--- src/source/rip_pkg.sv ---
package rip_pkg;

    localparam int xlen = 32;
    localparam int reg_addr_width = 5;
    localparam int imem_depth = 64;
    localparam int dmem_depth = 64;
    localparam int imem_addr_width = $clog2(imem_depth);
    localparam int dmem_addr_width = $clog2(dmem_depth);
    localparam int result_reg = 3;

    localparam logic [2:0] funct3_add_sub = 3'b000;
    localparam logic [2:0] funct3_xor = 3'b100;
    localparam logic [2:0] funct3_or = 3'b110;
    localparam logic [2:0] funct3_and = 3'b111;
    localparam logic [2:0] funct3_beq = 3'b000;
    localparam logic [2:0] funct3_bne = 3'b001;
    localparam logic [2:0] funct3_word = 3'b010;
    localparam logic [6:0] funct7_sub = 7'b0100000;
    localparam logic [11:0] funct12_ebreak = 12'h001;

    // rv32i major opcodes
    typedef enum logic [6:0] {
        opc_op     = 7'b0110011,
        opc_op_imm = 7'b0010011,
        opc_load   = 7'b0000011,
        opc_store  = 7'b0100011,
        opc_branch = 7'b1100011,
        opc_jal    = 7'b1101111,
        opc_system = 7'b1110011
    } opcode_e;

    typedef enum logic [3:0] {
        op_nop,
        op_add,
        op_sub,
        op_and,
        op_or,
        op_xor,
        op_addi,
        op_lw,
        op_sw,
        op_beq,
        op_bne,
        op_jal,
        op_ebreak
    } op_e;

    typedef enum logic [1:0] {
        stage_invalid,
        stage_stall,
        stage_ready
    } stage_state_e;

    typedef enum logic {
        mode_idle,
        mode_running
    } core_mode_e;

endpackage

--- src/source/rip_fetch.sv ---
module rip_fetch (
    input  logic                                clk,
    input  logic                                rst_n,
    input  logic                                busy,
    input  logic                                prog_we,
    input  logic [rip_pkg::imem_addr_width-1:0] prog_addr,
    input  logic [rip_pkg::xlen-1:0]            prog_data,
    input  logic                                stall,
    input  logic                                redirect,
    input  logic [rip_pkg::xlen-1:0]            redirect_target,
    output logic                                fetch_valid,
    output logic [rip_pkg::xlen-1:0]            fetch_pc,
    output logic [rip_pkg::xlen-1:0]            fetch_inst
);
    import rip_pkg::*;

    logic [xlen-1:0] imem [imem_depth];
    logic [xlen-1:0] pc;
    logic            advance;

    assign advance = busy && !redirect && !stall;

    // program load only while the core is idle
    always_ff @(posedge clk) begin
        if (prog_we && !busy) begin
            imem[prog_addr] <= prog_data;
        end
    end

    always_ff @(posedge clk) begin
        if (!rst_n) begin
            pc <= '0;
            fetch_valid <= 1'b0;
        end else if (!busy) begin
            pc <= '0;
            fetch_valid <= 1'b0;
        end else if (redirect) begin
            pc <= redirect_target;
            fetch_valid <= 1'b0;
        end else if (!stall) begin
            pc <= pc + xlen'(4);
            fetch_valid <= 1'b1;
        end
    end

    // one-cycle instruction read
    always_ff @(posedge clk) begin
        if (advance) begin
            fetch_inst <= imem[pc[imem_addr_width+1:2]];
            fetch_pc <= pc;
        end
    end

    // targets come from execute
    assert property (@(posedge clk) disable iff (!rst_n) pc[1:0] == 2'b00)
        else $error("fetch pc not word aligned: %h", pc);

endmodule

--- config.mk ---
export PLATFORM = sky130hd
export DESIGN_NAME = rip_fetch
export DESIGN_NICKNAME = d
export VERILOG_FILES = /design/src/source/rip_pkg.sv /design/src/source/rip_fetch.sv
export SDC_FILE = /design/constraint.sdc
export NUM_CORES = 2
export LEC_CHECK = 0
export BUFFER_PORTS_ARGS = -buffer_cell sky130_fd_sc_hd__buf_2
export CELL_PAD_IN_SITES_DETAIL_PLACEMENT = 1
export CELL_PAD_IN_SITES_GLOBAL_PLACEMENT = 2
export CORE_AREA = 3 3 409 411
export DETAILED_ROUTE_END_ITERATION = 12
export DIE_AREA = 0 0 412 414
export GPL_TIMING_DRIVEN = 1
export PLACE_DENSITY = 0.84
export RECOVER_POWER = 50
export REMOVE_ABC_BUFFERS = 1
export SKIP_CTS_REPAIR_TIMING = 1
export SKIP_LAST_GASP = 1
export SYNTH_ARGS = -nofsm -noshare
export SYNTH_HDL_FRONTEND = slang
export SYNTH_SLANG_ARGS = --single-unit
--- constraint.sdc ---
create_clock -name clk -period 7.25 [get_ports clk]
set_input_delay 0.3625 -clock clk [delete_from_list [all_inputs] [get_ports clk]]
set_output_delay 0.3625 -clock clk [all_outputs]
set_load 0.005 [all_outputs]
After elaboration in Yosys (flattened, before gate mapping)
Memory sizes are Yosys's and may differ from the RTL's. A register that Yosys moved wholly into a read port is not among the register bits.
Cells that the tools add are included.

operators by class
  add/subtract/negate cells = 1
  equal/unequal tests = 1
  mux-type cells = 4
  bitwise logic cells = 2
  reductions and logical operators = 8

operators with widths
  kind                   number
  $mux 32                2
  $add 32x3->32 const B  1
  $logic_and 1x1->1      3
  $logic_not 1->1        3
  $reduce_or 3->1        1
  $mux 1                 2
  $ne 2x1->1 const B     1
  $not 1->1              2
  $reduce_and 2->1       1

storage, ports and cells
  flip-flop bits (word level) = 65
  memory bits (writable) = 2048
  input port bits = 76
  output and inout bits = 65
  logic and storage cells = 20
  memories kept = 1

memory list
  name  depth  bits a word  rd ports  clocked after Yosys merged registers in  wr ports  line             text
  imem  64     32           1         1                                        1         rip_fetch.sv:17  logic [xlen-1:0] imem [imem_depth];

Depth between registers and ports, before layout
  depth in word-level cells = 4
  gate-level depth with buffers = 10
  depth with buffers taken out = 6

Worst setup path before layout
No wires, ideal clock.

  path type = input to register
  start = input port redirect
  end = register fetch_inst[0] (netlist bit), read port of imem, enable pin
  library setup time = 0.578 ns
  data arrival time = 5.287 ns
  required time = 6.672 ns
  slack = 1.385 ns
  stages = 2
  path buffers = 1
  cells stage by stage = clkbuf_1 nor3b_1

between the ends
  longest elaborated chain between the ends = 3

ends and longest elaborated chain
  what                            line             text
  start, declared                 rip_fetch.sv:9   input logic redirect,
  $logic_not 1->1                 rip_fetch.sv:21  assign advance = busy && !redirect && !stall;
  $logic_and 1x1->1 (2 in a row)  rip_fetch.sv:21
  named net advance               rip_fetch.sv:19  logic advance;
  end, declared                   rip_fetch.sv:13  output logic [rip_pkg::xlen-1:0] fetch_inst

The timed path passes the listed nets, and every way through them passes these cells.
A chain may end at the register's enable or synchronous reset.

==> impl_metrics.csv <==
group,metric,value,unit
status,status,"complete, but fails checks",
status,violations,"max-capacitance violations, max-slew violations",
finish,fin_area,92480,um2
yosys,synth_edf_count,2112,
grt,grt_overflow,0,
finish,finalNonFillerCells,6403,
cts,numCtsBuffers,211,
cts,cts-root-buf,"clkbuf_16",
placed_design,portBuffers,140,
yosys,yosysUniqueCellTypes,55,
grt,antenna_found_initial,11,
sta,rsz0062_at_grt,"false",
setup_path,reg2reg_depth,7,
grt,grtUsageTotal,0.2636,
finish,fin_nets,4106,
setup_path,endpoint_kind,"flop",
grt,grt_start_max_net_pins,136,
finish,register_area,64090,um2
placed_design,place.gp.congestion,0.7541,
pwr,power_density,273.5,nW/um2
setup_path,crit_fanout,46,
placed_design,placed_cell_area,85570,um2
floorplan,coreArea,164400,um2
yosys,ys.flop_type,"edfxtp_1",
setup_path,r2r_end,"fetch_inst[13]",
setup_path,path_common_cell,"buf_4",
sta,max_slew_margin,-1.114,
hold_path,holdPathStages,3,
sta,fin_tns_setup,0,ps
cts,cts-htree-levels,4,
yosys,synth_seq_cells,2145,
routing,drt-initial-drc-count,5910,
routing,drt-pass1-iter-count,6,
finish,final_common_cell,"edfxtp_1",
setup_path,cp_slowest_cell,"dfxtp_1",
yosys,yosys_warnings,0,
hold_path,hold-path-endpoint,"pc[6]",
finish,area_growth,12.97,%
setup_path,crit_chain,"buf_4 > and2_2 > buf_4 > a22oi_1 > nand2_1 > o2111ai_1 > o21ai_1",
yosys,netlist_area,81860,um2
sta,worst_clock_skew,31.29,ps
grt,first_global_vias,43550,
hold_path,hold_class,"primary input to flop",
sta,final_hold_viol_count,0,
setup_path,cp.required,7900,ps
routing,drc,0,
setup_path,slowest_delay,2350,ps
routing,vias,41619,
finish,layout-drive-gt1-share,0.2405,
placed_design,place_inst,5964,
sta,min_period,5518,ps
routing,avgRoutedWirePerCell,35.22,um
floorplan,ioPinCount,141,
yosys,synth.avg_cell_area,21.82,um2
pwr,ir_drop,285.1,uV
setup_path,path_delay_family,"flip-flops",
setup_path,critPathBufInv,2,
yosys,async_flop_share,0,
sta,setup_violations,0,
yosys,synthCells,3751,
finish,fill_cells,14001,
sta,worst_slew_pin_slew,3170,ps
setup_path,cp-start-kind,"flop",
placed_design,dp_hpwl,122.8,mm
sta,finalMaxSlewViolations,2286,
floorplan,die_h,414,um
cts,clock_path_buffers,3,
floorplan,rows,149,
sta,timing.fmax,0.1812,GHz
cts,cts.sink_count,2145,
flow_run,maxCapViolations,38,
cts,clk_pin_slew,60,ps
routing,ant_nets,0,
setup_path,regToRegSetupSlack,1730,ps
hold_path,hp-start,"rst_n",
setup_path,regToRegStartpoint,"pc[5]",
floorplan,start_util,0.4979,
floorplan,die-width,412,um
pwr,p_leak,0.02770,uW
setup_path,cp.arrival,6170,ps
finish,layout_common_cells,"edfxtp_1, mux4_2, mux2i_1",
routing,drt-total-wl,225.5,mm
cts,clk_latency,850,ps
finish,multi_input_comb_area,17060,um2
cts,cts_tree,"done",
grt,grt_pass1_wl,322.2,mm
floorplan,die_area,170600,um2
yosys,ys_seq_area_frac,0.7828,
setup_path,worstSetupPathType,"flop to flop",
sta,fin_crit_sh,0.7612,
routing,via_per_inst,6.500,
## cells by family (layout without fill, tap and decap cells)
logic type,Yosys count,in the layout,synth area share
other cells,0,6,0
mux,673,673,0.1470
buf+inv,228,685,0.01441
flops,2145,2145,0.7828
compound gates,427,427,0.03778
simple gates,249,249,0.01490
xor+xnor,28,28,0.002996
fa+ha+maj,1,1,0.0001528
## cells in the mapped netlist (all sizes together), types with 5 or more instances
master | n | share of area
edfxtp | 2112 | 0.77
mux4 | 420 | 0.12
mux2i | 237 | 0.029
buf | 131 | 0.010
clkbuf | 91 | 0.0042
nor2 | 87 | 0.0040
o221ai | 71 | 0.0076
a211oi | 66 | 0.0061
a21oi | 59 | 0.0036
nand2 | 56 | 0.0026
o21ai | 54 | 0.0033
a22oi | 43 | 0.0039
nor2b | 36 | 0.0028
o22ai | 34 | 0.0026
dfxtp | 33 | 0.0081
o22a | 31 | 0.0033
a221oi | 28 | 0.0030
xnor2 | 27 | 0.0029
a22o | 25 | 0.0027
mux2 | 16 | 0.0022
nor3 | 14 | 0.00086
nand3 | 12 | 0.00073
nor4 | 7 | 0.00053
nand3b | 6 | 0.00055
o2111ai | 6 | 0.00064
and2 | 5 | 0.00038
inv | 5 | 0.00023
nand4 | 5 | 0.00053
## area by class of cell
| class | instances | share of cell area |
|---|---|---|
| antenna | 6 | 0.0001624 |
| clock buffer | 256 | 0.05983 |
| multi-input combinational | 1378 | 0.1844 |
| clock inverter | 136 | 0.01178 |
| timing repair buffer | 287 | 0.02098 |
| sequential | 2145 | 0.6930 |
| inverter | 6 | 0.0002435 |
| tap | 2189 | 0.02962 |
## report_power, final
part           leakage [uW]  switching [uW]  internal, uW
Sequential           0.0193            51.8         13700
Clock               0.00325            4700          5930
Combinational       0.00515             592           314
## routing by layer
metal | share of wire | vias to the layer above | GRT usage | wire length, um
li1 | - | 16451 | - | -
met1 | 0.38 | 22319 | 0.3682 | 86020
met2 | 0.49 | 2459 | 0.4210 | 110200
met3 | 0.10 | 384 | 0.05645 | 22690
met4 | 0.029 | 6 | 0.08012 | 6595
met5 | 0.00018 | - | 0 | 40
## flip-flops by register name, indices dropped and copies added, names as in the netlist
register	cells
imem	2048
fetch_inst	32
fetch_pc	32
pc	32
fetch_valid	1
## stage by stage
| step | hold WS, ps | worst slack [ps] | util | total power [uW] |
|---|---|---|---|---|
| floorplan | 407.6 | -13570 | - | 14750 |
| global placement | 411.6 | 2404 | 0.5203 | 14840 |
| detailed placement | 419.5 | 3193 | 0.5204 | 14890 |
| CTS | -297.3 | 3142 | 0.5607 | 25390 |
| global route | 111.7 | 1731 | 0.5623 | 26010 |
| finish | 81.40 | 1732 | 0.5624 | 25290 |
## worst reg2reg max path: cells and delay by family, from the launching register on
kind / cells / cell delay [ps]
AOI/OAI and AO/OA: 3 / 1020
buffers and inverters: 2 / 1130
DFF: 1 / 2350
and+or+nand+nor: 2 / 840
## how the worst max path moves through the flow
stage | end | slack, ps | from | cells after the start
floorplan | fetch_inst[13] | -13570 | pc[2] | 5
global placement | fetch_inst[29] | 2400 | pc[2] | 5
detailed placement | fetch_inst[13] | 3190 | pc[3] | 7
CTS | fetch_inst[13] | 3140 | pc[3] | 7
global route | fetch_inst[28] | 1730 | pc[5] | 7
finish | fetch_inst[13] | 1730 | pc[5] | 7
(Power assumes the default switching activity.)
