===== src/source/rip_pkg.sv =====
package rip_pkg;

    localparam int xlen = 32;
    localparam int reg_addr_width = 5;
    localparam int imem_depth = 64;
    localparam int dmem_depth = 64;
    localparam int imem_addr_width = $clog2(imem_depth);
    localparam int dmem_addr_width = $clog2(dmem_depth);
    localparam int result_reg = 3;

    localparam logic [2:0] funct3_add_sub = 3'b000;
    localparam logic [2:0] funct3_xor = 3'b100;
    localparam logic [2:0] funct3_or = 3'b110;
    localparam logic [2:0] funct3_and = 3'b111;
    localparam logic [2:0] funct3_beq = 3'b000;
    localparam logic [2:0] funct3_bne = 3'b001;
    localparam logic [2:0] funct3_word = 3'b010;
    localparam logic [6:0] funct7_sub = 7'b0100000;
    localparam logic [11:0] funct12_ebreak = 12'h001;

    // rv32i major opcodes
    typedef enum logic [6:0] {
        opc_op     = 7'b0110011,
        opc_op_imm = 7'b0010011,
        opc_load   = 7'b0000011,
        opc_store  = 7'b0100011,
        opc_branch = 7'b1100011,
        opc_jal    = 7'b1101111,
        opc_system = 7'b1110011
    } opcode_e;

    typedef enum logic [3:0] {
        op_nop,
        op_add,
        op_sub,
        op_and,
        op_or,
        op_xor,
        op_addi,
        op_lw,
        op_sw,
        op_beq,
        op_bne,
        op_jal,
        op_ebreak
    } op_e;

    typedef enum logic [1:0] {
        stage_invalid,
        stage_stall,
        stage_ready
    } stage_state_e;

    typedef enum logic {
        mode_idle,
        mode_running
    } core_mode_e;

endpackage


===== src/source/rip_data_memory.sv =====
module rip_data_memory (
    input  logic                               clk,
    input  logic                               rst_n,
    input  logic                               ex_valid,
    input  rip_pkg::op_e                       ex_op,
    input  logic [rip_pkg::xlen-1:0]           ex_result,
    input  logic [rip_pkg::reg_addr_width-1:0] ex_rd,
    input  logic [rip_pkg::xlen-1:0]           ex_store_data,
    input  logic                               ex_write,
    input  logic                               ex_is_load,
    output logic [rip_pkg::reg_addr_width-1:0] ma_rd,
    output logic [rip_pkg::xlen-1:0]           ma_data,
    output logic                               ma_write,
    output logic                               wb_wen,
    output logic [rip_pkg::reg_addr_width-1:0] wb_rd,
    output logic [rip_pkg::xlen-1:0]           wb_data,
    output logic [rip_pkg::reg_addr_width-1:0] awb_rd,
    output logic [rip_pkg::xlen-1:0]           awb_data,
    output logic                               awb_write
);
    import rip_pkg::*;

    logic [xlen-1:0] dmem [dmem_depth];
    logic [xlen-1:0] load_data;
    logic [xlen-1:0] m_result;
    logic            m_is_load;

    always_ff @(posedge clk) begin
        if (ex_valid && ex_op == op_sw) begin
            dmem[ex_result[dmem_addr_width+1:2]] <= ex_store_data;
        end
        load_data <= dmem[ex_result[dmem_addr_width+1:2]];
    end

    always_ff @(posedge clk) begin
        if (!rst_n) begin
            wb_wen <= 1'b0;
            awb_write <= 1'b0;
        end else begin
            wb_wen <= ex_write;
            awb_write <= wb_wen;
        end
    end

    always_ff @(posedge clk) begin
        m_result <= ex_result;
        m_is_load <= ex_is_load;
        wb_rd <= ex_rd;
        awb_rd <= wb_rd;
        awb_data <= wb_data;
    end

    assign wb_data = m_is_load ? load_data : m_result;

    // memory-stage forwarding taps the value being written back
    assign ma_rd = wb_rd;
    assign ma_data = wb_data;
    assign ma_write = wb_wen;

endmodule


===== config.mk =====
export PLATFORM = sky130hd
export DESIGN_NAME = rip_data_memory
export DESIGN_NICKNAME = d
export VERILOG_FILES = /design/src/source/rip_pkg.sv /design/src/source/rip_data_memory.sv
export SDC_FILE = /design/constraint.sdc
export NUM_CORES = 2
export LEC_CHECK = 0
export BUFFER_PORTS_ARGS = -buffer_cell sky130_fd_sc_hd__buf_2
export CORE_ASPECT_RATIO = 0.8
export CORE_MARGIN = 2
export CORE_UTILIZATION = 25
export CTS_CLUSTER_SIZE = 10
export DETAILED_ROUTE_END_ITERATION = 6
export GPL_TIMING_DRIVEN = 1
export PLACE_DENSITY_LB_ADDON = 0.2
export SYNTH_ARGS = -nofsm -noshare
export SYNTH_HDL_FRONTEND = slang
export SYNTH_SLANG_ARGS = --single-unit
export TNS_END_PERCENT = 1

===== constraint.sdc =====
create_clock -name clk -period 3.6 [get_ports clk]
set_input_delay 0.54 -clock clk [delete_from_list [all_inputs] [get_ports clk]]
set_output_delay 0.54 -clock clk [all_outputs]
set_load 0.1 [all_outputs]

== After elaboration in Yosys (flattened, before gate mapping) ==
Memory sizes are Yosys's and may differ from the RTL's. A register that Yosys moved wholly into a read port is not among the register bits.
Index checks and enable logic that the tools add are counted.
Storage, ports and cells
  register bits: 77
  memory bits (writable): 2048
  bits of input ports: 78
  output and inout bits: 114
  word-level logic and storage cells: 13
  memories: 1
Memory list
  dmem: words 64, width 32, read ports 1, clocked after memory_dff 1, write ports 1, line rip_data_memory.sv:23  | logic [xlen-1:0] dmem [dmem_depth];
Operators by class
  eq/ne operators: 1
  muxes and demuxes: 3
  reductions and logical operators: 1
Operator list (number)
  2-to-1 mux 32 bit: 1
  == test 4 bit, second input constant: 1
  2-to-1 mux 1 bit: 2
  logical AND 1 bit: 1

== Depth between registers and ports, before layout ==
  word-level depth: 4
  mapped depth: 10

== Least setup slack after synthesis ==
No wires, ideal clock.
  kind: in2reg
  start point: in ex_result[3] (netlist bit)
  end point: mem dmem[12][0], enable pin
  setup time: 421 ps
  arrival time: 3256 ps
  path slack: -77 ps
  stages: 7
  path buffers: 4
  path through: buf_4 > buf_4 > buf_2 > nor3b_2 > buf_2 > nand2_1 > nor2_1
RTL lines
  start: declaration: line rip_data_memory.sv:6  | input logic [rip_pkg::xlen-1:0] ex_result,
  end: declaration: line rip_data_memory.sv:23
No word-level cell before the write port.

== Worst setup path in the final report ==
  start point: reg m_is_load
  end point: out wb_data[7] (netlist bit)
On the way
  longest elaborated chain between the ends: 1
Ends and longest elaborated chain
  start: declaration: line rip_data_memory.sv:26  | logic m_is_load;
  start signal: assignment: line rip_data_memory.sv:47  | m_is_load <= ex_is_load;
  2-to-1 mux 32 bit: line rip_data_memory.sv:53  | assign wb_data = m_is_load ? load_data : m_result;
  end: declaration: line rip_data_memory.sv:16  | output logic [rip_pkg::xlen-1:0] wb_data,
Every way passes these cells.

==> impl_metrics.tcl <==
set metrics [dict create \
    status "finished with violations" \
    violations "DRC" \
    synth.area.top_cells "edfxtp_1 (76%), a221oi_1 (4.3%), dfxtp_1 (2.7%)" \
    die_h_um 513 \
    met3_usage_pct 3.94 \
    ys.flop_type "edfxtp_1" \
    start_util_pct 25.2 \
    dr.pass1.iters 7 \
    synth.net_count 4508 \
    tns_ns 0 \
    clk_pin_slew_ns 0.06 \
    clockBufferDepth 4 \
    maxCapViolations 0 \
    grt_use_met1_pct 25.5 \
    antenna_found_initial 43 \
    reg2reg_depth 5 \
    synth_edf_count 2048 \
    ant_nets 0 \
    async_flop_share_pct 0 \
    relSlewSlack_pct 13.3 \
    finalCritPeriodShare_pct 85.7 \
    cts_tree "built" \
    cts.sinks 2157 \
    crit_required_ns 3.06 \
    post-cts-setup-buffers 0 \
    grt_max_degree 94 \
    synth_top_cell_by_area "edfxtp_1" \
    layout-drive-gt1-share_pct 24.2 \
    wire_per_inst_um 31.0 \
    drt_iter0_drc 5648 \
    cp.depth 3 \
    layout.nets 5016 \
    worstSetupStartpointType "flip-flop" \
    clk_latency_ns 0.93 \
    period_needed_ns 3.09 \
    io_buffer_count 191 \
    critPathBufInv 2 \
    cp.arrival_ns 2.55 \
    grt_overflow 0 \
    rsz0062_at_grt "no" \
    cpLargestDelayFamily "buffers and inverters" \
    skew_ns 0.112 \
    vias_per_cell 5.05 \
    postSynthCellCount 4430 \
    end_kind "output pin" \
    gp_congestion 0.808 \
    path_max_fanout 17 \
    cts-root-buf "clkbuf_16" \
    power.leakage_nw 30.4 \
    netlist_area_um2 80900 \
    avgSynthCellArea_um2 18.3 \
    path_class "reg -> out" \
    grt_usage_pct 17.3 \
    die-area_um2 328000 \
    synth_seq_cells 2157 \
    cts_buffers 245 \
    synth_top_area_share_pct 76.0 \
    use_met2_pct 25.9 \
    busiest_layer "met2" \
    hpwl_um 184000 \
    ys_warn_count 0 \
    final_max_slew_viol_count 0 \
    synthAdderAreaFrac_pct 0 \
    synth-simple-area-share_pct 2.70 \
    grt_pass1_vias 46500 \
    drt_wl_total_um 292000 \
    rows 186 \
    cp_cell_sequence "buf_4, mux2_2, buf_2" \
    ys_seq_area_share_pct 78.7 \
    yosysUniqueCellTypes 67 \
    finalHoldViolCount 0 \
    worst_slew_pin_slew_ns 1.30 \
    vias 47500 \
    drc_errors 3 \
    hp-class "in -> reg" \
    synth_top_family_by_area "compound AO/OA/AOI/OAI gates" \
    total_power_w 0.0546 \
    core_um2 322000 \
    max_freq_ghz 0.324 \
    synth-xor-area-share_pct 0 \
    cp_slowest_stage_delay_ns 0.61 \
    h-tree-depth 4 \
    synth.mux.area_fraction_pct 5.25 \
    slowest_stage "dfxtp_2" \
    vdd_drop_max_mv 0.423 \
    power_density_nw_per_um2 558 \
    synth_compound_area_share_pct 11.1 \
    synthToLayoutAreaGrowth_pct 20.8 \
    grt_pass1_wl_um 399000 \
    boundaryPins 192 \
    setup_violations 0 \
    holdPathStages 1 \
    fp.dieW_um 640 \
]
## per-stage QoR
stage	setup WS, ns	hold slack [ns]	cell area, um2	instances	utilization [%]
CTS	0.398	0.00568	97800	9407	30.4
floorplan	-0.0770	0.559	80900	4430	-
finish	0.513	0.0507	97800	9417	30.4
detailed placement	-0.316	0.350	90600	8976	28.2
global route	0.389	0.0348	97800	9407	30.4
global placement	-0.320	0.343	90600	8976	28.2
## placed cells by master (no fill, tap or decap), types with 15 or more instances in the layout
| cell type | instances |
|---|---|
| a21boi_0 | 15 |
| a221oi_1 | 393 |
| o22ai_1 | 140 |
| mux4_2 | 42 |
| a22oi_1 | 206 |
| mux2i_1 | 121 |
| o22a_1 | 27 |
| nand2_1 | 56 |
| clkbuf_16 | 248 |
| mux2_2 | 183 |
| a31oi_1 | 45 |
| a21oi_1 | 79 |
| buf_2 | 188 |
| nor3_1 | 74 |
| a311oi_1 | 15 |
| clkbuf_1 | 133 |
| a211oi_1 | 36 |
| a41oi_1 | 15 |
| a22o_1 | 17 |
| nand4_1 | 30 |
| nor4b_1 | 16 |
| edfxtp_1 | 2048 |
| buf_4 | 323 |
| a221o_1 | 61 |
| nand3_1 | 33 |
| dlygate4sd3_1 | 39 |
| dfxtp_1 | 108 |
| buf_12 | 101 |
| or3b_2 | 31 |
| nor2_4 | 67 |
## routing by layer
metal  share of wire, %  vias up  wire length [um]
met5              0.048        -               141
met1                 46    25500            135000
li1                   -    19800                 -
met2                 44     1838            128000
met4                2.2       22              6470
met3                7.8      385             22800
## Yosys cell counts (5+ instances only)
library cell / count
nor2b_1: 5
or3b_2: 31
a21boi_0: 15
buf_4: 61
nand3_1: 35
a41oi_1: 15
and2_1: 7
o31a_1: 13
nor3_1: 74
a311oi_1: 15
nand2_1: 56
and4_1: 14
mux4_2: 42
a222oi_1: 14
dfxtp_1: 109
nor3b_1: 6
a221oi_1: 393
a22o_1: 17
a31oi_1: 45
buf_1: 27
a22oi_1: 206
nor4b_1: 16
mux2i_1: 121
mux2_2: 183
edfxtp_1: 2048
o22ai_1: 140
a221o_1: 61
a21oi_1: 79
o22a_1: 27
a211oi_1: 36
buf_2: 94
nand3b_1: 14
nor2_1: 74
clkbuf_1: 206
nand4_1: 30
a2bb2oi_1: 14
o221ai_1: 7
nand2b_1: 6
o21ai_0: 7
o31ai_1: 13
## cell families after synthesis
kind of cell / count (synthesis)
simple gates: 388
compound gates: 1139
mux: 349
flops: 2157
buf+inv: 397
## timing repair
item / CTS / global route
endpoints found under the hold margin: 47 / 0
hold buffers: 39 / 0
gates resized for setup: 0 / 0
## final timing paths
check,slack (ns),from,to
min,0.05,ex_store_data[8],dmem[37][8]
max,0.51,m_is_load,wb_data[7]
min reg2reg,0.36,ma_rd[1],awb_rd[1]
max reg2reg,0.59,dmem[41][13],load_data[13]
## where the power goes
| part | total, W | switching (W) | internal (W) |
|---|---|---|---|
| Combinational | 0.00440 | 0.00334 | 0.00106 |
| Clock | 0.0224 | 0.00984 | 0.0126 |
| Sequential | 0.0277 | 0.000147 | 0.0276 |
## state kept, by name, summed over array words and instances, names as in the netlist
register and flops:
awb_write 1, m_result 32, m_is_load 1, ma_rd 5
dmem 2048, awb_rd 5, load_data 32, ma_write 1
awb_data 32
## layout make-up
class | count | area [um2]
repair buffers | 654 | 5820
well taps | 4324 | 5410
clock buffers | 382 | 6720
multi-input cells | 1876 | 16000
clock inverters | 10 | 82.6
fillers | 31600 | 224000
flip-flops and latches | 2157 | 63700
inverters | 4 | 28.8
diodes | 10 | 25.0
Note: power is estimated with default switching activity, not from simulation.
