**config.mk**
```make
export PLATFORM = sky130hd
export DESIGN_NAME = rip_execute
export DESIGN_NICKNAME = d
export VERILOG_FILES = /design/src/source/rip_pkg.sv /design/src/source/rip_execute.sv
export SDC_FILE = /design/constraint.sdc
export NUM_CORES = 1
export LEC_CHECK = 0
export BUFFER_PORTS_ARGS = -buffer_cell sky130_fd_sc_hd__buf_4
export CORE_MARGIN = 1
export CORE_UTILIZATION = 35
export DETAILED_ROUTE_END_ITERATION = 10
export GPL_TIMING_DRIVEN = 0
export PLACE_DENSITY = 0.65
export SETUP_SLACK_MARGIN = 0.15
export SYNTH_ARGS = -nofsm -noshare
export SYNTH_HDL_FRONTEND = slang
export SYNTH_SLANG_ARGS = --single-unit
```
**constraint.sdc**
```tcl
create_clock -name clk -period 5.1 [get_ports clk]
set_input_delay 1.02 -clock clk [delete_from_list [all_inputs] [get_ports clk]]
set_output_delay 1.02 -clock clk [all_outputs]
set_load 0.1 [all_outputs]
```
**src/source/rip_pkg.sv**
```systemverilog
package rip_pkg;

    localparam int xlen = 32;
    localparam int reg_addr_width = 5;
    localparam int imem_depth = 64;
    localparam int dmem_depth = 64;
    localparam int imem_addr_width = $clog2(imem_depth);
    localparam int dmem_addr_width = $clog2(dmem_depth);
    localparam int result_reg = 3;

    localparam logic [2:0] funct3_add_sub = 3'b000;
    localparam logic [2:0] funct3_xor = 3'b100;
    localparam logic [2:0] funct3_or = 3'b110;
    localparam logic [2:0] funct3_and = 3'b111;
    localparam logic [2:0] funct3_beq = 3'b000;
    localparam logic [2:0] funct3_bne = 3'b001;
    localparam logic [2:0] funct3_word = 3'b010;
    localparam logic [6:0] funct7_sub = 7'b0100000;
    localparam logic [11:0] funct12_ebreak = 12'h001;

    // rv32i major opcodes
    typedef enum logic [6:0] {
        opc_op     = 7'b0110011,
        opc_op_imm = 7'b0010011,
        opc_load   = 7'b0000011,
        opc_store  = 7'b0100011,
        opc_branch = 7'b1100011,
        opc_jal    = 7'b1101111,
        opc_system = 7'b1110011
    } opcode_e;

    typedef enum logic [3:0] {
        op_nop,
        op_add,
        op_sub,
        op_and,
        op_or,
        op_xor,
        op_addi,
        op_lw,
        op_sw,
        op_beq,
        op_bne,
        op_jal,
        op_ebreak
    } op_e;

    typedef enum logic [1:0] {
        stage_invalid,
        stage_stall,
        stage_ready
    } stage_state_e;

    typedef enum logic {
        mode_idle,
        mode_running
    } core_mode_e;

endpackage

```
**src/source/rip_execute.sv**
```systemverilog
module rip_execute (
    input  logic                               clk,
    input  logic                               rst_n,
    input  logic                               run,
    input  logic                               de_valid,
    input  rip_pkg::op_e                       de_op,
    input  logic [rip_pkg::xlen-1:0]           de_pc,
    input  logic [rip_pkg::xlen-1:0]           de_rs1,
    input  logic [rip_pkg::xlen-1:0]           de_rs2,
    input  logic [rip_pkg::xlen-1:0]           de_imm,
    input  logic [rip_pkg::reg_addr_width-1:0] de_rd,
    output logic                               busy,
    output logic                               redirect,
    output logic [rip_pkg::xlen-1:0]           redirect_target,
    output logic                               ex_valid,
    output rip_pkg::op_e                       ex_op,
    output logic [rip_pkg::xlen-1:0]           ex_result,
    output logic [rip_pkg::reg_addr_width-1:0] ex_rd,
    output logic [rip_pkg::xlen-1:0]           ex_store_data,
    output logic                               ex_write,
    output logic                               ex_is_load
);
    import rip_pkg::*;

    core_mode_e      mode;
    logic            live;
    logic            writes_rd;
    logic            taken;
    logic [xlen-1:0] alu;

    // anything behind an ebreak dies here
    assign live = de_valid && mode == mode_running;

    always_comb begin
        case (de_op)
            op_add:                alu = de_rs1 + de_rs2;
            op_sub:                alu = de_rs1 - de_rs2;
            op_and:                alu = de_rs1 & de_rs2;
            op_or:                 alu = de_rs1 | de_rs2;
            op_xor:                alu = de_rs1 ^ de_rs2;
            op_addi, op_lw, op_sw: alu = de_rs1 + de_imm;
            op_jal:                alu = de_pc + xlen'(4);
            default:               alu = '0;
        endcase
    end

    assign writes_rd = de_op inside {op_add, op_sub, op_and, op_or, op_xor,
                                     op_addi, op_lw, op_jal};

    always_comb begin
        case (de_op)
            op_beq:  taken = (de_rs1 == de_rs2);
            op_bne:  taken = (de_rs1 != de_rs2);
            op_jal:  taken = 1'b1;
            default: taken = 1'b0;
        endcase
    end

    // not-taken is the fall-through path
    assign redirect = live && taken;
    assign redirect_target = de_pc + de_imm;

    always_ff @(posedge clk) begin
        if (!rst_n) begin
            ex_valid <= 1'b0;
            ex_write <= 1'b0;
            ex_is_load <= 1'b0;
        end else begin
            ex_valid <= live;
            ex_write <= live && writes_rd && de_rd != '0;
            ex_is_load <= live && de_op == op_lw;
        end
    end

    always_ff @(posedge clk) begin
        ex_op <= de_op;
        ex_result <= alu;
        ex_rd <= de_rd;
        ex_store_data <= de_rs2;
    end

    always_ff @(posedge clk) begin
        if (!rst_n) begin
            mode <= mode_idle;
        end else begin
            case (mode)
                mode_idle:    if (run) mode <= mode_running;
                mode_running: if (live && de_op == op_ebreak) mode <= mode_idle;
                default:      mode <= mode_idle;
            endcase
        end
    end

    assign busy = (mode == mode_running);

    assert property (@(posedge clk) disable iff (!rst_n)
        $fell(busy) |-> $past(de_valid && de_op == op_ebreak))
        else $error("busy dropped without an ebreak in execute");

endmodule

```
; Yosys cells after proc, flatten, opt, wreduce, memory -nomap -nowiden
; Cells that the tools add are included.
[word_totals]
register_bits = 77
latch_bits = 0
mem_bits_rw = 0
romBits = 0
input_bits = 141
output_inout_bits = 110
word_cells = 45
n_memories = 0
[op_classes]
n_addsub = 5
n_mul = 0
n_div = 0
order_cmp = 0
n_eq_ne = 14
shifts = 0
mux = 5
bitwise_logic = 4
reduce_logical = 9
[ops]
columns = operator, n
row1 = case mux 32 bit (7 select lines), 1
row2 = adder 32 bit, 3
row3 = adder 32 x 3 -> 32 bit (second input constant), 1
row4 = bitwise AND 32 bit, 1
row5 = equality test 32 bit, 1
row6 = inequality test 32 bit, 1
row7 = bitwise OR 32 bit, 1
row8 = subtractor 32 bit, 1
row9 = bitwise XOR 32 bit, 1
row10 = equality test 4 bit (second input constant), 5
row11 = equality test 4 x 3 -> 1 bit (second input constant), 4
row12 = equality test 4 x 2 -> 1 bit (second input constant), 2
row13 = nonzero test 8 bit, 1
row14 = logical AND 1 bit, 6
row15 = nonzero test 5 bit, 1
row16 = equality test 4 x 1 -> 1 bit (second input constant), 1
row17 = case mux 1 bit (3 select lines), 1
row18 = OR reduction 3 bit, 1
row19 = 2-to-1 mux 1 bit, 2
row20 = case mux 1 bit (2 select lines), 1
row21 = NOT 1 bit, 1

; Depth between registers and ports, before layout
[logic_depth]
ltp_word = 4
mapped_depth = 18
depth_no_buf = 15

; Worst setup path before layout
; OpenSTA, ideal clock, no wires.
[synth_timing]
path_kind = input to output
start = in de_pc[12] (netlist bit)
end = out redirect_target[31] (netlist bit)
t_arrival_ns = 4.761
path_slack_ns = -0.681
path_stages = 9
n_path_buf = 0
cell_sequence = ha_1 > a21o_1 > a21o_1 > a21oi_1 > o22a_1 > a21oi_1 > o21ai_0 > a21oi_1 > a311oi_1
[synth_between]
elab_chain_cells = 1
[synth_lines]
columns = element, line_no
row1 = from (decl), rip_execute.sv:7  ; input logic [rip_pkg::xlen-1:0] de_pc,
row2 = adder 32 bit, rip_execute.sv:61  ; assign redirect_target = de_pc + de_imm;
row3 = to (decl), rip_execute.sv:14  ; output logic [rip_pkg::xlen-1:0] redirect_target,
; Every way passes these cells.

; Worst setup path after layout
[layout_timing]
start = in de_pc[7] (netlist bit)
end = out redirect_target[28] (netlist bit)
; Same word-level chain as after synthesis.

==> results by group <==
Synth
  • Post-synth top area cell: ha_1
  • Compound-cell area share of the yosys netlist: 26.8%
  • Syn_nets: 1503
  • Post-synth EDFFs: 0
  • XOR/XNOR Fraction of Synth Area: 9.16%
  • Synth area leaders: ha_1 22%, dfxtp_1 16%, xnor2_1 6.3%
  • Multiplexer area fraction after synthesis: 4.42%
  • Sequential-to-total area share from yosys stat: 16.3%
  • Yosys warnings: 0
  • Synth async-reset ratio: 0%
  • Cell area after synthesis: 9460 um^2
  • Largest family of logic cells by synthesized area: compound AO/OA/AOI/OAI gates
  • Synth top area share: 21.8%
  • Post-synthesis simple-gate area fraction: 15.1%
  • Post-synth top flop: dfxtp_1
  • Post-synthesis register bit count: 77
  • Synth unique cells: 75
  • Post-Syn Instances: 1194
  • Synthesized area per cell: 7.93 um^2
  • Post-Synth Adder-Cell Area: 22.5%

Route
  • Post-DRT Antenna Nets: 0
  • WL met1: 16.1 mm
  • Met2 wire length: 16.0 mm
  • Initial DRC Count: 645
  • First-pass DRT Iterations: 8
  • Routed WL per cell: 19.5 um
  • DR vias: 9972
  • Drt total wl: 35.1 mm
  • Drt drc: 19
  • DR vias/cell: 5.54
  • Met3 wire length: 2.52 mm
  • Top sig layer: met4

Critical path
  • CP arrival: 3780 ps
  • Critical path's largest stage delay: 400 ps
  • Worst Setup Path Type: in2out
  • Worst R2R Path Depth: 3
  • Kind of cell adding the most delay to the critical path: compound AO/OA/AOI/OAI gates
  • WP buf/inv: 3
  • Reg2reg setup slack: 4250 ps
  • CP Capture Type: primary output
  • Critical path's slowest cell: a221o_1
  • Worst Path Required: 4080 ps
  • Startpoint Class: input pin
  • CP Cell Sequence: buf_4 > ha_1 > a21o_1 > a21o_1 > a21oi_2 > nand3_2 > o211ai_1 > buf_4 > a31oi_2 > a221o_1 > a21oi_2 > xnor2_2 > buf_8
  • Max FO, Critical Path: 5
  • Instance count on the critical path: 13

Run
  • Max-cap violations: 0

Clock tree
  • Root Buffer: clkbuf_16
  • H-tree Lvls: 3
  • Cts bufs inserted: 9
  • Post-cts hold buffer count: 0
  • Clock latency on the worst-skew pair: 360 ps
  • CTS sink count: 77
  • Max clock buf depth: 2
  • Clk slew on worst S/H paths: 70 ps
  • TritonCTS clock tree: built

Power and ir drop
  • Pwr/cell area: 286 nW/um^2
  • Internal power consumption: 0.00163 W
  • Sequential share of power: 19.3%
  • Max VDD drop: 0.000231 V
  • Net Sw Frac: 53.8%
  • Leakage Power: 5.90 nW
  • Combinational Power Share: 61.6%
  • NetSw: 0.00189 W
  • Clock power frac: 19.1%

Placed design
  • Placer congestion estimate: 0.902
  • I/O Buffers: 250
  • Dpl hpwl: 28.5 mm
  • Placed cell count: 1779
  • Area post-placement: 11900 um^2

Floorplanning
  • Die Y: 166 um
  • Die area: 27700 um^2
  • Std cell rows: 59
  • Area of the core: 26300 um^2
  • Io pins: 251
  • Die X: 166 um
  • Starting Density: 36.0%

STA
  • Worst slew margin: 10.4%
  • WHS: 577 ps
  • RSZ-0062 raised after global routing: no
  • Worst slew pin tran: 1340 ps
  • Final Hold Fails: 0
  • Crit share post-route: 94.0%
  • Pins Over Slew Limit: 0
  • Post-layout min period: 4800 ps
  • Fmax: 208 MHz
  • Final Skew: 0.292 ps
  • Endpoints failing setup: 0

Layout
  • Final instance area: 12300 um^2
  • Share of post-route cells with drive strength above 1: 24.4%
  • Layout Cells excl Fill: 1799
  • Final #Nets: 1768
  • P&R area growth vs syn: 30.2%
  • Antenna fix cells: 0

Status
  • Failing checks: DRC
  • Status: complete, but fails checks

Global route
  • Largest net degree at the start of global routing: 17
  • Overflow after GRT: 0
  • Vias in the first global route: 9647
  • First-pass GRT wire length: 53.5 mm
  • Initial antenna violation count: 0
  • GRT Util Overall: 24.6%

Hold path
  • Worst hold stages: 1
  • HP Class: reg2reg
[what timing repair did]
item | in CTS | in global routing
gates resized for setup | 18 | 12
pin swaps | 2 | 5
cloned | 0 | 0
setup endpoints to repair | 26 | 13
setup buffers | 4 | 3
[worst paths after layout]
check / to / startpoint
hold / removal: ex_valid$_SDFF_PN0_ / busy$_SDFF_PN0_
setup / recovery: redirect_target[28] / de_pc[7]
setup reg to reg: ex_write$_SDFF_PN0_ / busy$_SDFF_PN0_
hold reg to reg: ex_valid$_SDFF_PN0_ / busy$_SDFF_PN0_
[synthesized netlist by cell type (31+ instances only)]
| cell type | number |
|---|---|
| xnor2_1 | 68 |
| xor2_1 | 31 |
| clkbuf_1 | 31 |
| inv_1 | 109 |
| nand2_1 | 82 |
| dfxtp_1 | 77 |
| a21o_1 | 36 |
| a21oi_1 | 93 |
| o21ai_0 | 59 |
| nand3_1 | 34 |
| ha_1 | 165 |
| nor2_1 | 92 |
[metal layers]
layer	vias up	GRT usage, %
met5	-	0
met1	4676	33.8
met4	0	4.07
li1	4857	-
met2	404	41.2
met3	35	3.61
[area by class of cell]
| class | count | area (um^2) |
|---|---|---|
| flip-flops and latches | 77 | 1540 |
| fillers | 2643 | 14000 |
| repair buffers | 257 | 1940 |
| inverters | 109 | 409 |
| plain buffers | 32 | 134 |
| multi-input cells | 973 | 7580 |
| clock buffers | 9 | 225 |
| clock inverters | 7 | 66.3 |
| well taps | 335 | 419 |
[worst reg2reg max path: stages, from the launching register on]
cell and delay (ps):
dfxtp_1 360, and3_1 210, o21ai_0 100, nor2_1 120
[flip-flops by register name, summed over array words and instances, names as in the netlist]
register       cells
ex_valid           1
ex_is_load         1
ex_store_data     32
ex_result         32
ex_write           1
ex_rd              5
busy               1
ex_op              4
[power groups by stage]
stage	clock network (W)	logic, W	registers [W]
after floorplan	0	0.00114	0.00115
after global placement	0	0.00211	0.000694
after detailed placement	0	0.00212	0.000695
after CTS	0.000679	0.00214	0.000681
after global routing	0.000702	0.00228	0.000687
final	0.000671	0.00217	0.000681
[cell usage in the layout (no fill, tap or decap), drive strengths merged, types with 5 or more instances in the layout]
master | Yosys | routed
a2111oi | 7 | 7
a211oi | 9 | 9
a21o | 36 | 36
a21oi | 94 | 94
a221o | 6 | 6
a221oi | 25 | 25
a22oi | 5 | 5
a31oi | 8 | 8
a41oi | 5 | 5
and3 | 10 | 10
buf | 4 | 261
clkbuf | 31 | 37
dfxtp | 77 | 77
ha | 165 | 165
inv | 109 | 113
mux2 | 30 | 30
mux2i | 8 | 8
nand2 | 82 | 82
nand2b | 11 | 11
nand3 | 34 | 34
nand4 | 12 | 12
nor2 | 92 | 92
nor2b | 12 | 12
nor3 | 17 | 17
o211ai | 8 | 8
o21a | 10 | 10
o21ai | 71 | 71
o21bai | 10 | 10
o221ai | 23 | 23
o22ai | 9 | 9
o31ai | 8 | 8
xnor2 | 68 | 68
xor2 | 31 | 31
[cells by family (layout without fill, tap and decap cells)]
group | Yosys count | count (layout)
flip-flops | 77 | 77
multiplexers | 38 | 38
buffers and inverters | 144 | 414
AND/OR/NAND/NOR | 301 | 301
XOR/XNOR | 99 | 99
AO/OA/AOI/OAI | 367 | 367
adder cells (fa/ha/maj) | 168 | 168
[through the flow]
stage	worst slack [ps]	util, %	power [W]	setup TNS (ps)
global placement	-1640	45.1	0.00280	-22040
finish	304	46.9	0.00352	0
detailed placement	-1810	45.1	0.00281	-25810
CTS	161	46.6	0.00350	0
global route	127	46.9	0.00367	0
floorplan	186	-	0.00228	0
Power figures use the tool's default switching activity.
