===== src/source/rip_pkg.sv =====
package rip_pkg;

    localparam int xlen = 32;
    localparam int reg_addr_width = 5;
    localparam int imem_depth = 64;
    localparam int dmem_depth = 64;
    localparam int imem_addr_width = $clog2(imem_depth);
    localparam int dmem_addr_width = $clog2(dmem_depth);
    localparam int result_reg = 3;

    localparam logic [2:0] funct3_add_sub = 3'b000;
    localparam logic [2:0] funct3_xor = 3'b100;
    localparam logic [2:0] funct3_or = 3'b110;
    localparam logic [2:0] funct3_and = 3'b111;
    localparam logic [2:0] funct3_beq = 3'b000;
    localparam logic [2:0] funct3_bne = 3'b001;
    localparam logic [2:0] funct3_word = 3'b010;
    localparam logic [6:0] funct7_sub = 7'b0100000;
    localparam logic [11:0] funct12_ebreak = 12'h001;

    // rv32i major opcodes
    typedef enum logic [6:0] {
        opc_op     = 7'b0110011,
        opc_op_imm = 7'b0010011,
        opc_load   = 7'b0000011,
        opc_store  = 7'b0100011,
        opc_branch = 7'b1100011,
        opc_jal    = 7'b1101111,
        opc_system = 7'b1110011
    } opcode_e;

    typedef enum logic [3:0] {
        op_nop,
        op_add,
        op_sub,
        op_and,
        op_or,
        op_xor,
        op_addi,
        op_lw,
        op_sw,
        op_beq,
        op_bne,
        op_jal,
        op_ebreak
    } op_e;

    typedef enum logic [1:0] {
        stage_invalid,
        stage_stall,
        stage_ready
    } stage_state_e;

    typedef enum logic {
        mode_idle,
        mode_running
    } core_mode_e;

endpackage


===== src/source/rip_decode.sv =====
module rip_decode (
    input  logic                               clk,
    input  logic                               rst_n,
    input  logic                               fetch_valid,
    input  logic [rip_pkg::xlen-1:0]           fetch_pc,
    input  logic [rip_pkg::xlen-1:0]           fetch_inst,
    input  logic                               flush,
    input  logic [rip_pkg::xlen-1:0]           rs1_data,
    input  logic [rip_pkg::xlen-1:0]           rs2_data,
    input  logic [rip_pkg::xlen-1:0]           ex_result,
    input  logic [rip_pkg::reg_addr_width-1:0] ex_rd,
    input  logic                               ex_write,
    input  logic                               ex_is_load,
    input  logic [rip_pkg::reg_addr_width-1:0] ma_rd,
    input  logic [rip_pkg::xlen-1:0]           ma_data,
    input  logic                               ma_write,
    input  logic [rip_pkg::reg_addr_width-1:0] awb_rd,
    input  logic [rip_pkg::xlen-1:0]           awb_data,
    input  logic                               awb_write,
    output logic [rip_pkg::reg_addr_width-1:0] rs1_num,
    output logic [rip_pkg::reg_addr_width-1:0] rs2_num,
    output logic                               stall,
    output logic                               de_valid,
    output rip_pkg::op_e                       de_op,
    output logic [rip_pkg::xlen-1:0]           de_pc,
    output logic [rip_pkg::xlen-1:0]           de_rs1,
    output logic [rip_pkg::xlen-1:0]           de_rs2,
    output logic [rip_pkg::xlen-1:0]           de_imm,
    output logic [rip_pkg::reg_addr_width-1:0] de_rd
);
    import rip_pkg::*;

    op_e                       op;
    logic [xlen-1:0]           imm;
    logic [2:0]                funct3;
    logic                      d_valid;
    logic [reg_addr_width-1:0] d_rs1_num;
    logic [reg_addr_width-1:0] d_rs2_num;
    logic [xlen-1:0]           d_rs1_reg;
    logic [xlen-1:0]           d_rs2_reg;
    stage_state_e              de_state;

    // nearest producer wins
    function automatic logic [xlen-1:0] forward(input logic [reg_addr_width-1:0] num,
                                                input logic [xlen-1:0] reg_value);
        if (ex_write && ex_rd == num) return ex_result;
        if (ma_write && ma_rd == num) return ma_data;
        if (awb_write && awb_rd == num) return awb_data;
        return reg_value;
    endfunction

    assign rs1_num = fetch_inst[19:15];
    assign rs2_num = fetch_inst[24:20];
    assign funct3 = fetch_inst[14:12];

    always_comb begin
        op = op_nop;
        imm = {{20{fetch_inst[31]}}, fetch_inst[31:20]};
        case (opcode_e'(fetch_inst[6:0]))
            opc_op: begin
                case (funct3)
                    funct3_add_sub: op = (fetch_inst[31:25] == funct7_sub) ? op_sub : op_add;
                    funct3_xor:     op = op_xor;
                    funct3_or:      op = op_or;
                    funct3_and:     op = op_and;
                    default:        op = op_nop;
                endcase
            end
            opc_op_imm: if (funct3 == funct3_add_sub) op = op_addi;
            opc_load:   if (funct3 == funct3_word) op = op_lw;
            opc_store: begin
                if (funct3 == funct3_word) op = op_sw;
                imm = {{20{fetch_inst[31]}}, fetch_inst[31:25], fetch_inst[11:7]};
            end
            opc_branch: begin
                if (funct3 == funct3_beq) op = op_beq;
                if (funct3 == funct3_bne) op = op_bne;
                imm = {{20{fetch_inst[31]}}, fetch_inst[7], fetch_inst[30:25],
                       fetch_inst[11:8], 1'b0};
            end
            opc_jal: begin
                op = op_jal;
                imm = {{12{fetch_inst[31]}}, fetch_inst[19:12], fetch_inst[20],
                       fetch_inst[30:21], 1'b0};
            end
            opc_system: begin
                if (funct3 == 3'b000 && fetch_inst[31:20] == funct12_ebreak) op = op_ebreak;
            end
            default: op = op_nop;
        endcase
    end

    // load in execute feeding the held instruction
    assign stall = d_valid && ex_is_load && ex_rd != '0 &&
                   (ex_rd == d_rs1_num || ex_rd == d_rs2_num);

    always_comb begin
        if (!d_valid) de_state = stage_invalid;
        else if (stall) de_state = stage_stall;
        else de_state = stage_ready;
    end

    assign de_valid = (de_state == stage_ready);

    always_comb begin
        de_rs1 = forward(d_rs1_num, d_rs1_reg);
        de_rs2 = forward(d_rs2_num, d_rs2_reg);
    end

    always_ff @(posedge clk) begin
        if (!rst_n) begin
            d_valid <= 1'b0;
        end else if (flush) begin
            d_valid <= 1'b0;
        end else if (!stall) begin
            d_valid <= fetch_valid;
        end
    end

    always_ff @(posedge clk) begin
        if (!stall) begin
            de_op <= op;
            de_pc <= fetch_pc;
            de_imm <= imm;
            de_rd <= fetch_inst[11:7];
            d_rs1_num <= rs1_num;
            d_rs2_num <= rs2_num;
            d_rs1_reg <= rs1_data;
            d_rs2_reg <= rs2_data;
        end
    end

    assert property (@(posedge clk) disable iff (!rst_n) d_valid |-> !(stall && flush))
        else $error("decode stalled and flushed in the same cycle");

endmodule


===== config.mk =====
export PLATFORM = sky130hd
export DESIGN_NAME = rip_decode
export DESIGN_NICKNAME = d
export VERILOG_FILES = /design/src/source/rip_pkg.sv /design/src/source/rip_decode.sv
export SDC_FILE = /design/constraint.sdc
export NUM_CORES = 1
export LEC_CHECK = 0
export ABC_AREA = 0
export BUFFER_PORTS_ARGS = -buffer_cell sky130_fd_sc_hd__buf_4
export CAP_MARGIN = 15
export CORE_AREA = 2 2 153 155
export DETAILED_ROUTE_END_ITERATION = 6
export DIE_AREA = 0 0 155 157
export GPL_ROUTABILITY_DRIVEN = 0
export PLACE_DENSITY = 0.72
export SYNTH_ARGS = -nofsm -noshare
export SYNTH_HDL_FRONTEND = slang
export SYNTH_SLANG_ARGS = --single-unit

===== constraint.sdc =====
create_clock -name clk -period 10.9 [get_ports clk]
set_input_delay 2.18 -clock clk [delete_from_list [all_inputs] [get_ports clk]]
set_output_delay 2.18 -clock clk [all_outputs]
set_load 0.005 [all_outputs]

# Word level (Yosys, flattened, before mapping)
# Cells that the tools add are included.
[word_totals]
output_inout_bits = 149
reg_bits = 137
in_bits = 247
[op_classes]
bitwise = 1
eq_ne = 21
mux = 36
reduce_logical = 14
[ops]
columns = ["cell", "n"]
rows = [
  ["two-way mux 32 bit", 12],
  ["one-hot mux 20 bit (3 select lines)", 1],
  ["equality test 5 bit", 6],
  ["one-hot mux 4 bit (7 select lines)", 1],
  ["equality test 7 x 6 -> 1 bit (second input constant)", 3],
  ["equality test 7 bit (second input constant)", 3],
  ["two-way mux 4 bit", 4],
  ["equality test 12 x 1 -> 1 bit (second input constant)", 1],
  ["two-way mux 1 bit", 12],
  ["one-hot mux 3 bit (4 select lines)", 1],
  ["logical AND 1 bit", 10],
  ["equality test 3 bit (second input constant)", 3],
  ["equality test 7 x 2 -> 1 bit (second input constant)", 1],
  ["equality test 7 x 5 -> 1 bit (second input constant)", 1],
  ["two-way mux 2 bit", 3],
  ["two-way mux 3 bit", 2],
  ["nonzero test 5 bit", 1],
  ["equality test 3 x 1 -> 1 bit (second input constant)", 1],
  ["equality test 3 x 2 -> 1 bit (second input constant)", 1],
  ["zero test 3 bit", 1],
  ["equality test 2 bit (second input constant)", 1],
  ["OR reduction 2 bit", 1],
  ["logical OR 1 bit", 1],
  ["NOT 1 bit", 1],
]

# Longest topological paths before layout
[depth]
ltp_word = 9
mapped_depth = 7
mapped_depth_nobuf = 5

# Least setup slack after synthesis
# Ideal clock, no wire load.
[synth_path]
path_kind = "input to output"
from = "in ex_rd[1] (netlist name)"
to = "out de_valid"
path_buffers = 0
required_time_ns = 8.720
t_arrival_ns = 6.039
path_slack_ns = 2.681
stages = 4
path_cell_list = "or4_1 -> o211ai_1 -> a21o_1 -> and2_1"
[synth_between]
elab_chain_cells = 6
elab_cells_between_ends = 9
classes_between = "eq/ne (3); mux (2); reduce/logical (4)"
[synth_rtl]
columns = ["item", "line_no", "source"]
rows = [
  ["from (decl)", "rip_decode.sv:11", "input logic [rip_pkg::reg_addr_width-1:0] ex_rd,"],
  ["equality test 5 bit / nonzero test 5 bit (equally long branches)", "rip_decode.sv:95, rip_decode.sv:94", ""],
  ["logical OR 1 bit / logical AND 1 bit (equally long branches)", "rip_decode.sv:95, rip_decode.sv:94", ""],
  ["logical AND 1 bit (*)", "rip_decode.sv:94", "assign stall = d_valid && ex_is_load && ex_rd != '0 &&"],
  ["two-way mux 2 bit (*)", "rip_decode.sv:99", "else if (stall) de_state = stage_stall;"],
  ["two-way mux 2 bit (*)", "rip_decode.sv:98", "if (!d_valid) de_state = stage_invalid;"],
  ["equality test 2 bit (*)", "rip_decode.sv:103", "assign de_valid = (de_state == stage_ready);"],
  ["to (decl)", "rip_decode.sv:23", "output logic de_valid,"],
]
# Every way passes the cells marked *; elsewhere a longest branch is shown, timed or not.

# Worst setup path after layout
[layout_path]
from = "in awb_rd[1] (netlist name)"
to = "out de_rs1[26] (netlist name)"
[layout_between]
elab_chain_cells = 8
elab_cells_between_ends = 9
classes_between = "eq/ne (1); mux (7); reduce/logical (1)"
[layout_rtl]
columns = ["item", "line_no", "source"]
rows = [
  ["from (decl)", "rip_decode.sv:17", "input logic [rip_pkg::reg_addr_width-1:0] awb_rd,"],
  ["equality test 5 bit (*)", "rip_decode.sv:48", "if (awb_write && awb_rd == num) return awb_data;"],
  ["logical AND 1 bit (*)", "rip_decode.sv:48", ""],
  ["two-way mux 1 bit (2 in a row)", "rip_decode.sv:48", ""],
  ["two-way mux 1 bit", "rip_decode.sv:47", "if (ma_write && ma_rd == num) return ma_data;"],
  ["two-way mux 32 bit (*)", "rip_decode.sv:49", "return reg_value;"],
  ["two-way mux 32 bit (*)", "rip_decode.sv:48", ""],
  ["two-way mux 32 bit (*)", "rip_decode.sv:47", ""],
  ["to (decl)", "rip_decode.sv:26", "output logic [rip_pkg::xlen-1:0] de_rs1,"],
]
# Every way passes the cells marked *; elsewhere a longest branch is shown, timed or not. The select of a mux whose other input is x is not followed.

==> impl_metrics.json <==
{
  "outcome": "completed",
  "seqPwrFrac": 0.440,
  "routed-via-count": 6662,
  "crit_path_cell_trace": "buf_4, xnor2_1, nand3_1, or3_2, a221oi_2, o21ai_1, buf_4",
  "portBuffers": 395,
  "grt_util_all_layers": 0.209,
  "p_comb_frac": 0.160,
  "cts_tree": "done",
  "hpwl_um": 19100,
  "tightest_slew_ns": 1.12,
  "netlist_top_cells_area": "edfxtp_1 57%, a221oi_2 6.2%, o21ai_0 4.9%, nand2_1 4.6%, o21ai_1 4.2%",
  "syn_area_per_cell_um2": 11.5,
  "p_leak_nw": 4.49,
  "final_util": 0.479,
  "cts-root-buf": "clkbuf_16",
  "finClkSkew_ns": 0.0185,
  "cp-start-kind": "input pin",
  "critical_path_peak_fanout": 32,
  "grt_max_degree": 79,
  "initial_core_util": 0.320,
  "synth_nets": 873,
  "htree_levels": 4,
  "min_period_ns": 6.51,
  "ant_nets": 0,
  "drc": 0,
  "cp_data_arrival_time_ns": 4.33,
  "drive_gt1_frac": 0.481,
  "critical_path.endpoint_type": "output pin",
  "maxSlewHeadroom": 0.251,
  "ff2ff_setup_slack_ns": 8.04,
  "cts_inserted_buffers": 17,
  "routed_wl_um": 26100,
  "yosys.area.top_type": "edfxtp_1",
  "routedWlPerCell_um": 20.4,
  "cp_slowest_stage_delay_ns": 0.93,
  "vias_per_cell": 5.20,
  "synthFlopType": "edfxtp_1",
  "rsz0062_at_grt": "false",
  "die_w_um": 155,
  "setup_viol": 0,
  "clockBufferDepth": 2,
  "grt_pass1_wl_um": 38600,
  "hold_viol": 0,
  "synth_seq_area_share": 0.569,
  "place_inst": 1248,
  "synth_common_cells": "136 x edfxtp_1, 89 x nand2_1, 70 x o21ai_0",
  "crit_slowest_cell": "or3_2",
  "r2r-start": "d_rs2_num[3]",
  "cts_sinks": 137,
  "fin_setup_tns_ns": 0,
  "required_ns": 8.72,
  "netSwitchingFraction": 0.256,
  "cts-hold-fix-buffers": 0,
  "maxSlewViolCount": 0,
  "placed_area_um2": 10200,
  "synthCells": 626,
  "first_pass_iters": 5,
  "hp-class": "flop to flop",
  "switchingPower_uw": 360,
  "critPathLaunch": "awb_rd[1]",
  "fin_cells": 1280,
  "maxCapViolations": 0,
  "p_per_area_nw_per_um2": 131,
  "globalRouteOverflowTotal": 0,
  "finalCritPeriodShare": 0.597,
  "die_h_um": 157,
  "insertion_delay_ns": 0.42,
  "antenna_found_initial": 0,
  "io_pins": 396,
  "drt-initial-drc-count": 520,
  "nets": 1229,
  "crit_type": "input pin to output pin",
  "dieArea_um2": 24300,
  "yosys_warnings": 0,
  "area_growth_syn_to_layout_pct": 49.5,
  "core_area_um2": 22500,
  "grt_pass1_vias": 6809,
  "cts_resized": 0,
  "synth-seq-cells": 137,
  "path_clk_slew_ns": 0.07,
  "whs_ns": 1.20,
  "yosysMostFrequentCell": "edfxtp_1",
  "n_antenna_cell": 0,
  "ys_async_sr_fraction": 0,
  "syn_area_um2": 7210,
  "clockPowerShare": 0.399,
  "synth_edf_count": 136,
  "power.internal_mw": 1.05,
  "post-cts-setup-buffer-count": 0,
  "fmax_mhz": 154,
  "crit_top_cell": "buf_4",
  "synth_cell_type_count": 40,
  "path_buf_inv": 2,
  "rows": 55,
  "critPathTopFamily": "simple AND/OR/NAND/NOR gates",
  "peakVddDrop_uv": 96.1,
  "min_from": "d_valid",
  "stdcell_area_um2": 10800,
  "yosys.area.top_type_share": 0.567
}
-- worst register-to-register path: stages, from the launching register on --
cell and delay [ns]:
edfxtp_1 0.49, xor2_1 0.21, nor3_1 0.09, nand2_1 0.09, a21o_4 0.62, buf_4 0.91
-- logic make-up after synthesis --
group	share of synthesized area
simple gates	0.116
mux	0.00625
compound gates	0.204
buf+inv	0.0651
flops	0.569
xor+xnor	0.0389
-- placed cells by master (no fill, tap or decap), types with 2 or more instances in the layout --
cell type / instances
a21oi_1: 2
a221oi_1: 34
a221oi_2: 30
a31oi_1: 2
and2_1: 33
and3_1: 4
buf_4: 407
clkbuf_16: 17
clkinv_4: 3
clkinv_8: 2
edfxtp_1: 136
inv_1: 5
inv_6: 4
inv_8: 5
mux2_2: 4
nand2_1: 89
nand2b_1: 2
nand3_1: 12
nand3b_1: 3
nor2_1: 11
nor2_4: 2
nor3_1: 4
nor4_1: 5
o21ai_0: 70
o21ai_1: 60
xnor2_1: 12
xor2_1: 20
-- stage by stage --
stage | power (mW) | worst slack, ns
2_1_floorplan | 0.708 | 2.68
3_3_place_gp | 0.855 | 4.47
3_5_place_dp | 0.858 | 4.45
4_1_cts | 1.43 | 4.45
5_1_grt | 1.47 | 4.28
6_report | 1.41 | 4.39
-- layout make-up --
type | instances | area [um2]
Clock inverter | 15 | 154
Fill cell | 2076 | 11700
Timing Repair Buffer | 407 | 3060
Clock buffer | 17 | 425
Sequential cell | 137 | 4100
Inverter | 5 | 18.8
Multi-Input combinational cell | 414 | 2660
Tap cell | 285 | 357
-- routing by layer --
layer  global-route usage  vias up  share of wire
met4               0.0772        0          0.024
met5                    0        -              0
li1                     -     3078              -
met3               0.0705       48           0.11
met1                0.239     3119           0.37
met2                0.365      417           0.50
-- final timing paths --
check,endpoint,cells past startpoint
hold / removal,d_rs1_reg[26],2
setup reg to reg,d_rs1_reg[31],5
setup / recovery,de_rs1[26],7
hold reg to reg,d_rs1_reg[26],2
-- power by group through the flow --
stage	clock network [mW]	registers [mW]	logic, mW
2_1_floorplan	0	0.630	0.0779
3_3_place_gp	0	0.632	0.223
3_5_place_dp	0	0.632	0.226
4_1_cts	0.579	0.621	0.227
5_1_grt	0.602	0.623	0.244
6_report	0.563	0.620	0.226
Note: power is estimated with default switching activity, not from simulation.
